### config.mk
export PLATFORM = sky130hd
export DESIGN_NAME = rv_fetch
export DESIGN_NICKNAME = d
export VERILOG_FILES = /design/src/rv_pkg.sv /design/src/rv_fetch.sv
export VERILOG_INCLUDE_DIRS = /design/src
export SDC_FILE = /design/constraint.sdc
export NUM_CORES = 2
export LEC_CHECK = 0
export BUFFER_PORTS_ARGS = -buffer_cell sky130_fd_sc_hd__buf_2
export CORE_MARGIN = 2
export CORE_UTILIZATION = 50
export DETAILED_ROUTE_END_ITERATION = 10
export PLACE_DENSITY_LB_ADDON = 0.05
export RECOVER_POWER = 25
export SETUP_SLACK_MARGIN = 0.02
export SYNTH_ARGS = -nofsm -noshare
export SYNTH_HDL_FRONTEND = slang
export SYNTH_SLANG_ARGS = --single-unit
### constraint.sdc
create_clock -name i_clk -period 6.1 [get_ports i_clk]
set_clock_uncertainty 0.1 [all_clocks]
set_input_delay 0 -clock i_clk [delete_from_list [all_inputs] [get_ports i_clk]]
set_output_delay 0 -clock i_clk [all_outputs]
set_load 0.02 [all_outputs]
### src/rv_defines.svh
`ifndef RV_DEFINES_SVH
`define RV_DEFINES_SVH

// Instruction memory depth in 32-bit words
`define RV_IMEM_WORDS 64

// Data memory depth in 32-bit words
`define RV_DMEM_WORDS 64

// Byte address of the LED register. A word store here bypasses the data memory
`define RV_LED_ADDR 32'h100

`endif

### src/rv_pkg.sv
package rv_pkg;

	typedef logic [31:0] word_t;
	typedef logic [4:0]  reg_num_t;
	typedef logic [6:0]  opcode_t;

	// Major opcodes of the supported subset
	localparam opcode_t OPC_OP     = 7'b0110011;
	localparam opcode_t OPC_OP_IMM = 7'b0010011;
	localparam opcode_t OPC_LUI    = 7'b0110111;
	localparam opcode_t OPC_LOAD   = 7'b0000011;
	localparam opcode_t OPC_STORE  = 7'b0100011;
	localparam opcode_t OPC_BRANCH = 7'b1100011;
	localparam opcode_t OPC_JAL    = 7'b1101111;

	typedef enum logic [2:0] {
		ALU_ADD,
		ALU_SUB,
		ALU_AND,
		ALU_OR,
		ALU_XOR,
		ALU_SLT,
		ALU_PASS_B	// LUI passes the U immediate
	} alu_op_e;

	typedef struct packed {
		logic  valid;
		word_t pc;
		word_t inst;
	} if_id_t;

	typedef struct packed {
		logic     valid;
		word_t    pc;
		word_t    op_a;
		word_t    op_b;
		word_t    store_data;
		reg_num_t rd;
		logic     we;
		alu_op_e  alu_op;
		logic     load;
		logic     store;
	} id_ex_t;

	typedef struct packed {
		logic     valid;
		word_t    pc;
		word_t    result;
		word_t    store_data;
		reg_num_t rd;
		logic     we;
		logic     load;
		logic     store;
	} ex_mem_t;

	typedef struct packed {
		logic     valid;
		word_t    pc;
		word_t    data;
		reg_num_t rd;
		logic     we;
	} mem_wb_t;

endpackage

### src/rv_fetch.sv
`timescale 1ns/1ps

`include "rv_defines.svh"

module rv_fetch import rv_pkg::*; (
	input  logic   i_clk,
	input  logic   i_rst_n,
	input  logic   i_load_en,
	input  logic   i_load_we,
	input  word_t  i_load_addr,
	input  word_t  i_load_data,
	input  logic   i_redirect,
	input  word_t  i_redirect_pc,
	output if_id_t o_if_id
);

	localparam int IMEM_AW = $clog2(`RV_IMEM_WORDS);

	word_t pc;
	word_t pc_next;
	word_t imem [`RV_IMEM_WORDS];

	// Program image, written only while the core is held
	always_ff @(posedge i_clk) begin
		if (i_load_en && i_load_we) begin
			imem[i_load_addr[IMEM_AW-1:0]] <= i_load_data;
		end
	end

	assign pc_next = i_redirect ? i_redirect_pc : pc + 32'd4;

	always_ff @(posedge i_clk) begin
		if (!i_rst_n || i_load_en) begin
			pc <= '0;	// Load mode parks fetch at the reset vector
		end else begin
			pc <= pc_next;
		end
	end

	always_ff @(posedge i_clk) begin
		o_if_id.pc   <= pc;
		o_if_id.inst <= imem[pc[IMEM_AW+1:2]];
		if (!i_rst_n) begin
			o_if_id.valid <= 1'b0;
		end else begin
			o_if_id.valid <= !i_load_en && !i_redirect;	// Squash slot behind a taken branch
		end
	end

	// Decode only redirects from a valid entry
	a_redirect_from_valid: assert property (@(posedge i_clk) disable iff (!i_rst_n)
		i_redirect |-> o_if_id.valid);

endmodule

# == After elaboration in Yosys (flattened, before gate mapping) ==
# Memory sizes are Yosys's and may differ from the RTL's. A register that Yosys moved wholly into a read port is not among the register bits.
# Index checks and enable logic that the tools add are counted.
# op_classes
reduce_logical,6
add_sub_neg,1
n_mux,3
# ops
operator,count
$add 32x3->32 const B,1
$mux 32,1
$logic_not 1->1,3
$logic_and 1x1->1,2
$mux 1,2
$logic_or 1x1->1,1
# totals
mem_bits_rw,2048
ff_bits,65
output_inout_bits,65
inputBits,101
n_memories,1
elab_cells,14
# memory_table
memory,words,width,rd,rd_clocked_by_memory_dff,wr,line,source
imem,64,32,1,1,1,rv_fetch.sv:21,word_t imem [`RV_IMEM_WORDS];

# == Longest topological paths before layout ==
# depth
word_depth,3
ltp_mapped,11
ltp_nobuf,6

# == Worst setup path after synthesis ==
# Ideal clock, no wire load.
# synth_path
path_kind,input port to flip-flop
from,input i_load_addr[3]
to,memory imem[10][0] (netlist name) (enable)
path_buffers,2
setup_ps,421
stages,4
t_arrival_ps,2189
required_ps,5579
setup_slack_ps,3390
path_cell_list,clkbuf_1 or3b_2 clkbuf_1 nor2_1
# synth_lines
item,line,source
from (decl),rv_fetch.sv:10,"input word_t i_load_addr,"
to (decl),rv_fetch.sv:21,
# Straight into the memory's write port.

# == Final worst setup path ==
# layout_path
from,register pc[3]
to,register pc[7]
# layout_between
elab_chain_cells,2
# layout_lines
item,line,source
from (decl),rv_fetch.sv:19,word_t pc;
from (signal assigned),rv_fetch.sv:36,pc <= pc_next;
$add 32x3->32,rv_fetch.sv:30,assign pc_next = i_redirect ? i_redirect_pc : pc + 32'd4;
$mux 32,rv_fetch.sv:30,
# Every way passes these cells.
# A chain may end at the register's enable or synchronous reset.

==> key figures <==
Pwr
  • Pwr Total: approximately 30 mW
  • PwrDens: 326 mW/mm^2
  • Peak VDD IR: 0.000347 V
  • Lkg Pwr: about 28 nW

Synthesis
  • Async set-reset flop share out of synthesis: 0%
  • Top post-synthesis cells by count: edfxtp_1 (2048), mux4_2 (474), nor2_1 (131)
  • Syn avg cell area: between 20 and 25 sq um
  • Post-Synth Simple-Gate Area: roughly 1.6%
  • Register area share after synthesis: roughly four fifths
  • Top-count cell post-synth: edfxtp_1
  • Area contributors post-synth: edfxtp_1 (76%), mux4_2 (13%), dfxtp_1 (2.4%)
  • Post-synthesis xor/xnor area fraction: 0.292%
  • Syn. warnings: 0
  • Largest family of logic cells by synthesized area: multiplexers
  • Yosys cell types: 54
  • Mapped cell area: between 0.08 and 0.09 sq mm
  • Compound-gate portion of the synthesized area: just under 3%
  • Post-synth EDFFs: 2048
  • Main synth FF type: edfxtp_1
  • Fraction of synthesized area in multiplexers: roughly 15%
  • Syn_nets: 3735
  • Yosys reg bits: 2145
  • Biggest area consumer among synthesized cells: edfxtp_1
  • Top cell type's share of synthesized area: 76.1%
  • Cells after Synth: 3633
  • Area share of fa/ha/maj cells after synthesis: less than 1%

Finish
  • Design area: between 0.09 and 0.1 sq mm
  • Seq. cell area: roughly 0.063 sq mm
  • Fill count: around 12000
  • Share of post-route cells with drive strength above 1: around 27%
  • Layout area overhead: 15.0%
  • Multi-input combinational cell area: 0.0168 sq mm
  • Layout Nets: 4147

Worst setup path
  • Most frequent CP cell: dlygate4sd3_1
  • Crit end category: flop
  • Crit Path Max Fanout: a little over 60
  • Crit start category: flop
  • CP Class: reg -> reg
  • CP max stage delay: 1820 ps
  • Critical Path Slowest Stage Cell: dfxtp_1
  • CP arrival: 5620 ps
  • Worst endpoint required time: 6780 ps
  • Worst path cell trace: buf_12 -> nand4_1 -> xnor2_1 -> mux2i_1 -> dlygate4sd3_1 -> nor2_1 -> dlygate4sd3_1

Routing
  • Vias per cell: 6.21
  • Routed WL: approximately 210000 microns
  • Final ANT Viol Nets: 0
  • Pre-Repair DR Iteration Count: 7
  • Drc violations: 0
  • WL/cell: about 33 microns
  • Initial DRC count: between 4000 and 5000
  • Total number of vias: a little under 40000

Place
  • Post-DP HPWL: around 110000 microns
  • Buffers on Ports: about 140
  • Placer congestion estimate: approximately 0.79
  • Placed inst area: ~0.085 sq mm

CTS
  • Clk Latency, worst-skew pair: approximately 850 ps
  • Clk sink count: between 2000 and 2500
  • Post-CTS Setup Bufs: 0
  • TritonCTS Buffers: 214
  • H-tree levels: 4
  • TritonCTS clock tree: done
  • CTS Root Cell: clkbuf_16
  • Max Buffers Root-to-Sink: 3
  • Clk pin slew, worst setup/hold paths: around 60 ps

Timing
  • Setup Viol. Count Final: 0
  • Max Fclk: between 0.2 and 0.25 GHz
  • Final Cycle Share: between 80% and 90%
  • Final Hold Vio Count: 0
  • Hold Slack: about 96 ps
  • Max-slew headroom: -121%
  • Post-layout minimum cycle time: 4940 ps
  • TNS Setup: 0 ps
  • Fin. max-slew vios: 1519
  • Least-Margin Pin Slew: 3310 ps
  • RSZ-0062 raised after global routing: false

Hold path
  • Hold Path Class: in -> reg

Global routing
  • Antenna violations before repair: 16
  • Vias in the first global route: about 40000
  • First-pass GRT wire length: between 200000 and 300000 microns
  • GRT Total Usage: approximately a quarter
  • GRT overflow: 0
  • Largest net degree at the start of global routing: 106

Floorplan
  • I/O pin count: ~170
  • Starting density of the core: 50.4%
  • DIE AREA: around 0.16 sq mm
  • Die span in x: 406 microns
  • Area of the core: 0.161 sq mm
  • Rows: between 100 and 150
  • DIE HEIGHT: roughly 410 microns

Run
  • Max-cap violation count: 24

Outcome
  • Failing checks: max-capacitance violations, max-slew violations
  • Status: finished with violations
## area by class of cell
type                            instances  share of cell area (%)
Sequential cell                      2145                    68.2
Multi-Input combinational cell       1274                    18.1
Clock buffer                          287                    6.39
Timing Repair Buffer                  398                    3.37
Tap cell                             2160                    2.91
Clock inverter                        108                    1.01
Inverter                               12                  0.0484
Antenna cell                            4                  0.0108
## flip-flops by register name, indices dropped and copies added (netlist names)
name,count
pc,32
imem,2048
o_if_id,65
## stage by stage
step / util [%] / worst slack [ps] / instances
2_1_floorplan: - / 3390 / 3633
4_1_cts: 58.0 / 1750 / 6384
6_report: 57.9 / 1160 / 6388
5_1_grt: 57.9 / 836 / 6384
3_3_place_gp: 52.8 / 2570 / 5849
3_5_place_dp: 52.8 / 2470 / 5849
## cell families (layout without fill, tap and decap cells)
kind of cell	after synthesis	in the layout
AOI/OAI and AO/OA	337	337
xor gates and xnor gates	27	27
adders and majority gates	1	1
buffers and inverters	214	805
DFF	2145	2145
muxes	638	638
other	0	4
and+or+nand+nor	271	271
## power by group
group | internal [mW] | total [mW] | switching, mW
sequential | 16.2 | 16.3 | 0.0678
combinational | 0.474 | 1.25 | 0.777
clock | 7.43 | 12.8 | 5.38
## worst max-delay path: cells and delay by family, from the launching register on
kind          cells  cell delay (ps)
flops             1             1820
buf+inv           3             1560
mux               1              150
xor+xnor          1              860
simple gates      2              270
## final timing paths
check | from | depth (start not counted) | end | slack (ps)
max reg2reg | pc[3]$_SDFF_PP0_ | 7 | pc[7]$_SDFF_PP0_ | 1160
min | i_redirect_pc[2] | 4 | pc[2]$_SDFF_PP0_ | 100
max | pc[3]$_SDFF_PP0_ | 7 | pc[7]$_SDFF_PP0_ | 1160
min reg2reg | pc[0]$_SDFFE_PP0P_ | 0 | o_if_id[32]$_DFF_P_ | 260
## layout by cell type (no fill, tap or decap), types with 73 or more instances in the layout
| cell | netlist | routed |
|---|---|---|
| buf_2 | 82 | 120 |
| buf_4 | 33 | 99 |
| clkbuf_1 | 65 | 73 |
| clkbuf_16 | 0 | 222 |
| dfxtp_1 | 97 | 94 |
| dlygate4sd3_1 | 0 | 140 |
| edfxtp_1 | 2048 | 2048 |
| mux2i_1 | 120 | 120 |
| mux4_2 | 474 | 474 |
| o22ai_1 | 89 | 89 |
## layer usage
metal / vias to the layer above / GRT usage (%) / part of all wire (%)
li1: 16200 / - / -
met1: 21500 / 35.8 / 41
met2: 1558 / 42.3 / 49
met3: 337 / 4.23 / 7.0
met4: 4 / 8.13 / 3.0
met5: - / 0 / 0.015
## timing repair
| action | CTS | global route |
|---|---|---|
| hold endpoints to repair | 2085 | 0 |
| resized for setup | 0 | 0 |
| hold buffers | 140 | 0 |
No activity file was read; power rests on OpenSTA's default activity.
