[src/rv_defines.svh]
`ifndef RV_DEFINES_SVH
`define RV_DEFINES_SVH

// Instruction memory depth in 32-bit words
`define RV_IMEM_WORDS 64

// Data memory depth in 32-bit words
`define RV_DMEM_WORDS 64

// Byte address of the LED register. A word store here bypasses the data memory
`define RV_LED_ADDR 32'h100

`endif

[src/rv_pkg.sv]
package rv_pkg;

	typedef logic [31:0] word_t;
	typedef logic [4:0]  reg_num_t;
	typedef logic [6:0]  opcode_t;

	// Major opcodes of the supported subset
	localparam opcode_t OPC_OP     = 7'b0110011;
	localparam opcode_t OPC_OP_IMM = 7'b0010011;
	localparam opcode_t OPC_LUI    = 7'b0110111;
	localparam opcode_t OPC_LOAD   = 7'b0000011;
	localparam opcode_t OPC_STORE  = 7'b0100011;
	localparam opcode_t OPC_BRANCH = 7'b1100011;
	localparam opcode_t OPC_JAL    = 7'b1101111;

	typedef enum logic [2:0] {
		ALU_ADD,
		ALU_SUB,
		ALU_AND,
		ALU_OR,
		ALU_XOR,
		ALU_SLT,
		ALU_PASS_B	// LUI passes the U immediate
	} alu_op_e;

	typedef struct packed {
		logic  valid;
		word_t pc;
		word_t inst;
	} if_id_t;

	typedef struct packed {
		logic     valid;
		word_t    pc;
		word_t    op_a;
		word_t    op_b;
		word_t    store_data;
		reg_num_t rd;
		logic     we;
		alu_op_e  alu_op;
		logic     load;
		logic     store;
	} id_ex_t;

	typedef struct packed {
		logic     valid;
		word_t    pc;
		word_t    result;
		word_t    store_data;
		reg_num_t rd;
		logic     we;
		logic     load;
		logic     store;
	} ex_mem_t;

	typedef struct packed {
		logic     valid;
		word_t    pc;
		word_t    data;
		reg_num_t rd;
		logic     we;
	} mem_wb_t;

endpackage

[src/rv_execute.sv]
`timescale 1ns/1ps

module rv_execute import rv_pkg::*; (
	input  logic    i_clk,
	input  logic    i_rst_n,
	input  logic    i_load_en,
	input  id_ex_t  i_id_ex,
	output ex_mem_t o_ex_mem
);

	word_t   alu_a;
	word_t   alu_b;
	word_t   alu_result;
	ex_mem_t ex_mem_d;

	assign alu_a = i_id_ex.op_a;
	assign alu_b = i_id_ex.op_b;

	always_comb begin
		case (i_id_ex.alu_op)
			ALU_ADD:    alu_result = alu_a + alu_b;
			ALU_SUB:    alu_result = alu_a - alu_b;
			ALU_AND:    alu_result = alu_a & alu_b;
			ALU_OR:     alu_result = alu_a | alu_b;
			ALU_XOR:    alu_result = alu_a ^ alu_b;
			ALU_SLT:    alu_result = {31'b0, $signed(alu_a) < $signed(alu_b)};
			ALU_PASS_B: alu_result = alu_b;
			default:    alu_result = '0;
		endcase
	end

	// Address for loads and stores is the same add as ADDI
	always_comb begin
		ex_mem_d.valid      = i_id_ex.valid;
		ex_mem_d.pc         = i_id_ex.pc;
		ex_mem_d.result     = alu_result;
		ex_mem_d.store_data = i_id_ex.store_data;
		ex_mem_d.rd         = i_id_ex.rd;
		ex_mem_d.we         = i_id_ex.we;
		ex_mem_d.load       = i_id_ex.load;
		ex_mem_d.store      = i_id_ex.store;
	end

	always_ff @(posedge i_clk) begin
		o_ex_mem <= ex_mem_d;
		if (!i_rst_n || i_load_en) begin
			o_ex_mem.valid <= 1'b0;
		end
	end

endmodule

[config.mk]
export PLATFORM = sky130hd
export DESIGN_NAME = rv_execute
export DESIGN_NICKNAME = d
export VERILOG_FILES = /design/src/rv_defines.svh /design/src/rv_pkg.sv /design/src/rv_execute.sv
export SDC_FILE = /design/constraint.sdc
export NUM_CORES = 1
export LEC_CHECK = 0
export BUFFER_PORTS_ARGS = -buffer_cell sky130_fd_sc_hd__clkbuf_2
export CAP_MARGIN = 20
export CORE_AREA = 5 5 127 129
export CTS_BUF_LIST = sky130_fd_sc_hd__clkbuf_4
export CTS_CLUSTER_SIZE = 12
export DETAILED_ROUTE_END_ITERATION = 8
export DIE_AREA = 0 0 132 134
export MAX_ROUTING_LAYER = met4
export PLACE_DENSITY = 0.91
export RECOVER_POWER = 100
export SYNTH_ARGS = -nofsm -noshare
export SYNTH_HDL_FRONTEND = slang
export SYNTH_SLANG_ARGS = --single-unit
[constraint.sdc]
create_clock -name i_clk -period 3.2 [get_ports i_clk]
set_input_delay 0 -clock i_clk [delete_from_list [all_inputs] [get_ports i_clk]]
set_output_delay 0 -clock i_clk [all_outputs]
set_load 0.01 [all_outputs]
-- After elaboration in Yosys (flattened, before gate mapping)
Index checks and enable logic that the tools add are counted.
- eq/ne operators: 6
- order comparisons: 1
- multiply operators: 0
- bitwise logic cells: 3
- div/mod/pow operators: 0
- shift-type cells: 0
- add/subtract/negate cells: 2
- reductions and logical operators: 3
- muxes and demuxes: 1
- operators with widths (operator ; count):
    $pmux 32 s7 ; 1
    $add 32x32->32 ; 1
    $and 32x32->32 ; 1
    $lt 32x32->1 ; 1
    $or 32x32->32 ; 1
    $sub 32x32->32 ; 1
    $xor 32x32->32 ; 1
    $eq 3x3->1 const B ; 3
    $eq 3x2->1 const B ; 2
    $eq 3x1->1 const B ; 1
    $logic_not 3->1 ; 1
    $logic_not 1->1 ; 1
    $logic_or 1x1->1 ; 1
- memories kept: 0
- output and inout bits: 105
- latch bits: 0
- memory bits (writable): 0
- input bits: 143
- memory bits (read-only): 0
- register bits: 105

-- Logic depth before layout (Yosys ltp)
- depth in word-level cells: 2
- mapped depth: 12
- gate-level depth less buffers: 12

-- Worst setup path before layout
OpenSTA, ideal clock, no wires.
- kind: input-to-reg
- start point: input i_id_ex[75] in the netlist's numbering
- end point: register o_ex_mem[68] in the netlist's numbering
- stages: 12
- path slack: 0.671 ns
- data required time: 3.080 ns
- arrival: 2.409 ns
- path buffers: 0
- path through: inv_1 -> ha_1 -> fa_1 -> o21bai_1 -> a2111oi_2 -> nor3_2 -> nor2_1 -> a21o_2 -> o21a_1 -> a2111o_1 -> and3_1 -> a211o_1
- word-level cells in the longest chain between the ends: 2
- elaborated cells between the ends (all ways): 3
- classes of those cells: 2 x add/sub; 1 x mux
- ends and longest elaborated chain (what ; RTL line ; text):
    start, declared ; rv_execute.sv:7 ; input id_ex_t i_id_ex,
    $sub 32x32->32 or $add 32x32->32 (tied branches) ; rv_execute.sv:22, rv_execute.sv:21 ;
    $pmux 32 s7 (*) ; rv_execute.sv:20 ; case (i_id_ex.alu_op)
    net alu_result[28] ; rv_execute.sv:13 ; word_t alu_result;
    end signal, assigned ; rv_execute.sv:45 ; o_ex_mem <= ex_mem_d;
    end, declared ; rv_execute.sv:8 ; output ex_mem_t o_ex_mem
Mark *: on every way through the listed nets, which the timed path passes. The rest lies on a longest branch.
A chain may end at the register's enable or synchronous reset.

-- Final worst setup path
- start point: input i_id_ex[45] in the netlist's numbering
- end point: register o_ex_mem[62] in the netlist's numbering
Same word-level chain as after synthesis.

==> key figures <==
Clock network
  – H-tree lvl count: 3
  – Clock-pin slew on the worst setup and hold paths: 190 ps
  – Sink Count: 105
  – Clock Tree Buf Depth: 2
  – Root Buffer: clkbuf_4
  – CTS tree: done
  – Postcts setup bufs: 0
  – CTS buffer count: 9

Pwr
  – LEAKAGE: 0.00480 uW
  – Pwr Density: 346 nW/um^2
  – VDD IR max: 0.199 mV

Route
  – Wirelength per Cell: 19.0 um
  – Drt total wl: 27500 um
  – DRC: 0
  – Antenna Nets Post-Route: 0
  – Vias: 8578
  – Pre-antenna DRT Iters: 6
  – DRT iter0 DRCs: 892
  – DR vias/cell: 5.92

GRT
  – GRT overflow: 0
  – Largest net degree at the start of global routing: 49
  – Total Routing Usage GR: 30.1%
  – First-pass GRT wire length: 42700 um
  – Vias in the first global route: 8341
  – Initial antenna violation count: 0

STA
  – Worst-margin pin slew: 861 ps
  – Final Hold Viols: 0
  – WHS: 34.6 ps
  – Final setup vio count: 0
  – FMAX: 325 MHz
  – Fin. max-slew vios: 0
  – Rel. slew slack: 42.4%
  – RSZ-0062 raised after global routing: no
  – Min Clock Period, post-route: 3080 ps
  – Setup TNS: 0 ps
  – Final period util: 96.2%

Logic synthesis
  – Syn_nets: 1179
  – Synth Register Bits: 105
  – Async set-reset flop share out of synthesis: 0%
  – Dominant synthesized flop cell: dfxtp_1
  – Avg Inst Size Synth: 8.30 sq um
  – Cell count after synthesis: 932
  – Post-synth EDFFs: 0
  – Synth warnings: 0
  – Synth Cell Area: 7730 sq um
  – Yosys cell types: 84
  – Sequential area share after synthesis: 27.2%

Hold path
  – Hold Path Depth: 5
  – Hold Startpoint: i_id_ex[93]
  – Hold endpoint: o_ex_mem[58]
  – Worst min path class: input port to flop

Layout
  – Layout cells sized above 1: 16.4%
  – Design area: 10200 sq um
  – Max FFs per register: 105
  – Area of the multi-input gates: 5100 sq um
  – Commonest non-fill, non-tap cell in the layout: clkbuf_2
  – Largest Register: o_ex_mem
  – Register area: 2100 sq um
  – Nets: 1504
  – Ant. Diodes: 0
  – Fill cells: 1246
  – Largest regs: o_ex_mem (105)
  – Area added between synthesis and finish: 31.5%
  – Most frequent cells in the layout: 139 x clkbuf_2, 110 x clkbuf_1, 105 x dfxtp_1

Die
  – Row count: 45
  – Initial Util: 51.8%
  – Die area: 17700 sq um
  – Core area: 14900 sq um
  – Die Ht: 134 um
  – Io pins: 248
  – Die Wd: 132 um

Place
  – Detailed Place HPWL: 19000 um
  – Placed inst area: 9130 sq um
  – # port buffers: 247
  – Final GP Congestion: 0.998

Status
  – Status: finished clean

Setup path
  – Element type at the critical path end: flop
  – Setup CP Type: input port to flop
  – Critical path startpoint category: input port
  – Worst Path Required: 3620 ps
  – WP data arrival: 3500 ps
  – CP max FO: 4

Run
  – Max_cap viols: 0
[logic make-up after synthesis]
| kind of cell | share of synthesized area [%] |
|---|---|
| mux | 5.95 |
| flops | 27.2 |
| fa+ha+maj | 17.0 |
| xor+xnor | 0.906 |
| compound gates | 26.6 |
| simple gates | 15.1 |
| buf+inv | 7.23 |
[critical path: stages]
cell and delay [ps]:
dlygate4sd3_1 530, clkbuf_2 160, inv_2 80, ha_4 250, nand3_1 100, a21oi_1 100, o21a_1 220, or2_4 280
a221o_1 370, a31o_2 290, a221o_1 320, o21ai_1 80, o221ai_1 120, dlygate4sd3_1 590
[cells in the mapped netlist (3+ instances only)]
| cell type | instances | area, sq um |
|---|---|---|
| nor3_1 | 22 | 110 |
| o31a_1 | 7 | 61.3 |
| o211ai_1 | 11 | 82.6 |
| nand3_1 | 17 | 85.1 |
| buf_1 | 9 | 33.8 |
| a21oi_2 | 3 | 26.3 |
| nand4b_1 | 3 | 26.3 |
| a31oi_1 | 10 | 62.6 |
| o22ai_1 | 16 | 100 |
| a311oi_1 | 7 | 61.3 |
| nor2b_1 | 12 | 75.1 |
| a211o_1 | 6 | 52.6 |
| a2111oi_0 | 4 | 35.0 |
| nor2_1 | 82 | 308 |
| xnor2_1 | 8 | 70.1 |
| a21oi_1 | 71 | 355 |
| or3_1 | 11 | 68.8 |
| o21ai_0 | 31 | 155 |
| o21a_1 | 10 | 75.1 |
| o22a_1 | 4 | 35.0 |
| dfxtp_1 | 105 | 2100 |
| buf_2 | 6 | 30.0 |
| nand2b_1 | 7 | 43.8 |
| o21ai_1 | 4 | 20.0 |
| mux2_2 | 6 | 67.6 |
| o221ai_1 | 15 | 131 |
| inv_1 | 94 | 353 |
| a211oi_1 | 8 | 60.1 |
| a21o_1 | 17 | 128 |
| nand2_1 | 46 | 173 |
| clkbuf_1 | 36 | 135 |
| and3_1 | 10 | 62.6 |
| a221oi_1 | 4 | 35.0 |
| ha_1 | 102 | 1280 |
| and2_1 | 3 | 18.8 |
| a22oi_1 | 9 | 67.6 |
| o31ai_1 | 7 | 52.6 |
| o21bai_1 | 14 | 105 |
| a221o_1 | 3 | 30.0 |
| mux2i_1 | 37 | 370 |
[metal layers]
| metal | part of all wire (%) | track usage (%) | vias to the layer above |
|---|---|---|---|
| li1 | - | - | 3983 |
| met3 | 9.2 | 5.59 | 91 |
| met5 | 0 | - | - |
| met4 | 3.8 | 13.4 | 0 |
| met1 | 37 | 34.3 | 3969 |
| met2 | 50 | 51.5 | 535 |
[per-stage QoR]
stage                     worst slack [ps]  cells  util (%)  total power, uW
after global placement                 283   1332      61.2             2670
after global routing                  24.9   1450      68.2             3700
after CTS                             71.2   1450      69.0             3520
after detailed placement               250   1332      61.2             2690
after floorplan                        671    932         -             2260
final                                  123   1450      68.2             3520
[what timing repair did]
action	4_1_cts	5_1_grt
endpoints found under the setup margin	0	1
endpoints found under the hold margin	94	0
hold buffers	102	0
resized for setup	0	7
[where the power goes]
part	total, uW	switching (uW)	internal [uW]
Clock	725	535	191
Sequential	1450	35.2	1410
Combinational	1350	782	567
Total	3520	1350	2170
[worst max-delay path by stage]
stage | startpoint | endpoint | slack (ps)
CTS | i_id_ex[47] | o_ex_mem[62] | 70
floorplan | i_id_ex[75] | o_ex_mem[68] | 670
global route | i_id_ex[45] | o_ex_mem[62] | 20
finish | i_id_ex[45] | o_ex_mem[62] | 120
global placement | i_id_ex[43] | o_ex_mem[68] | 280
detailed placement | i_id_ex[43] | o_ex_mem[68] | 250
[final cells by class]
cell class	instances	area share (%)
clock buffers	9	0.664
clock inverters	7	0.738
inverters	94	3.47
multi-input cells	681	50.1
flip-flops and latches	105	20.7
well taps	188	2.31
repair buffers	366	22.0
Power figures use the tool's default switching activity.
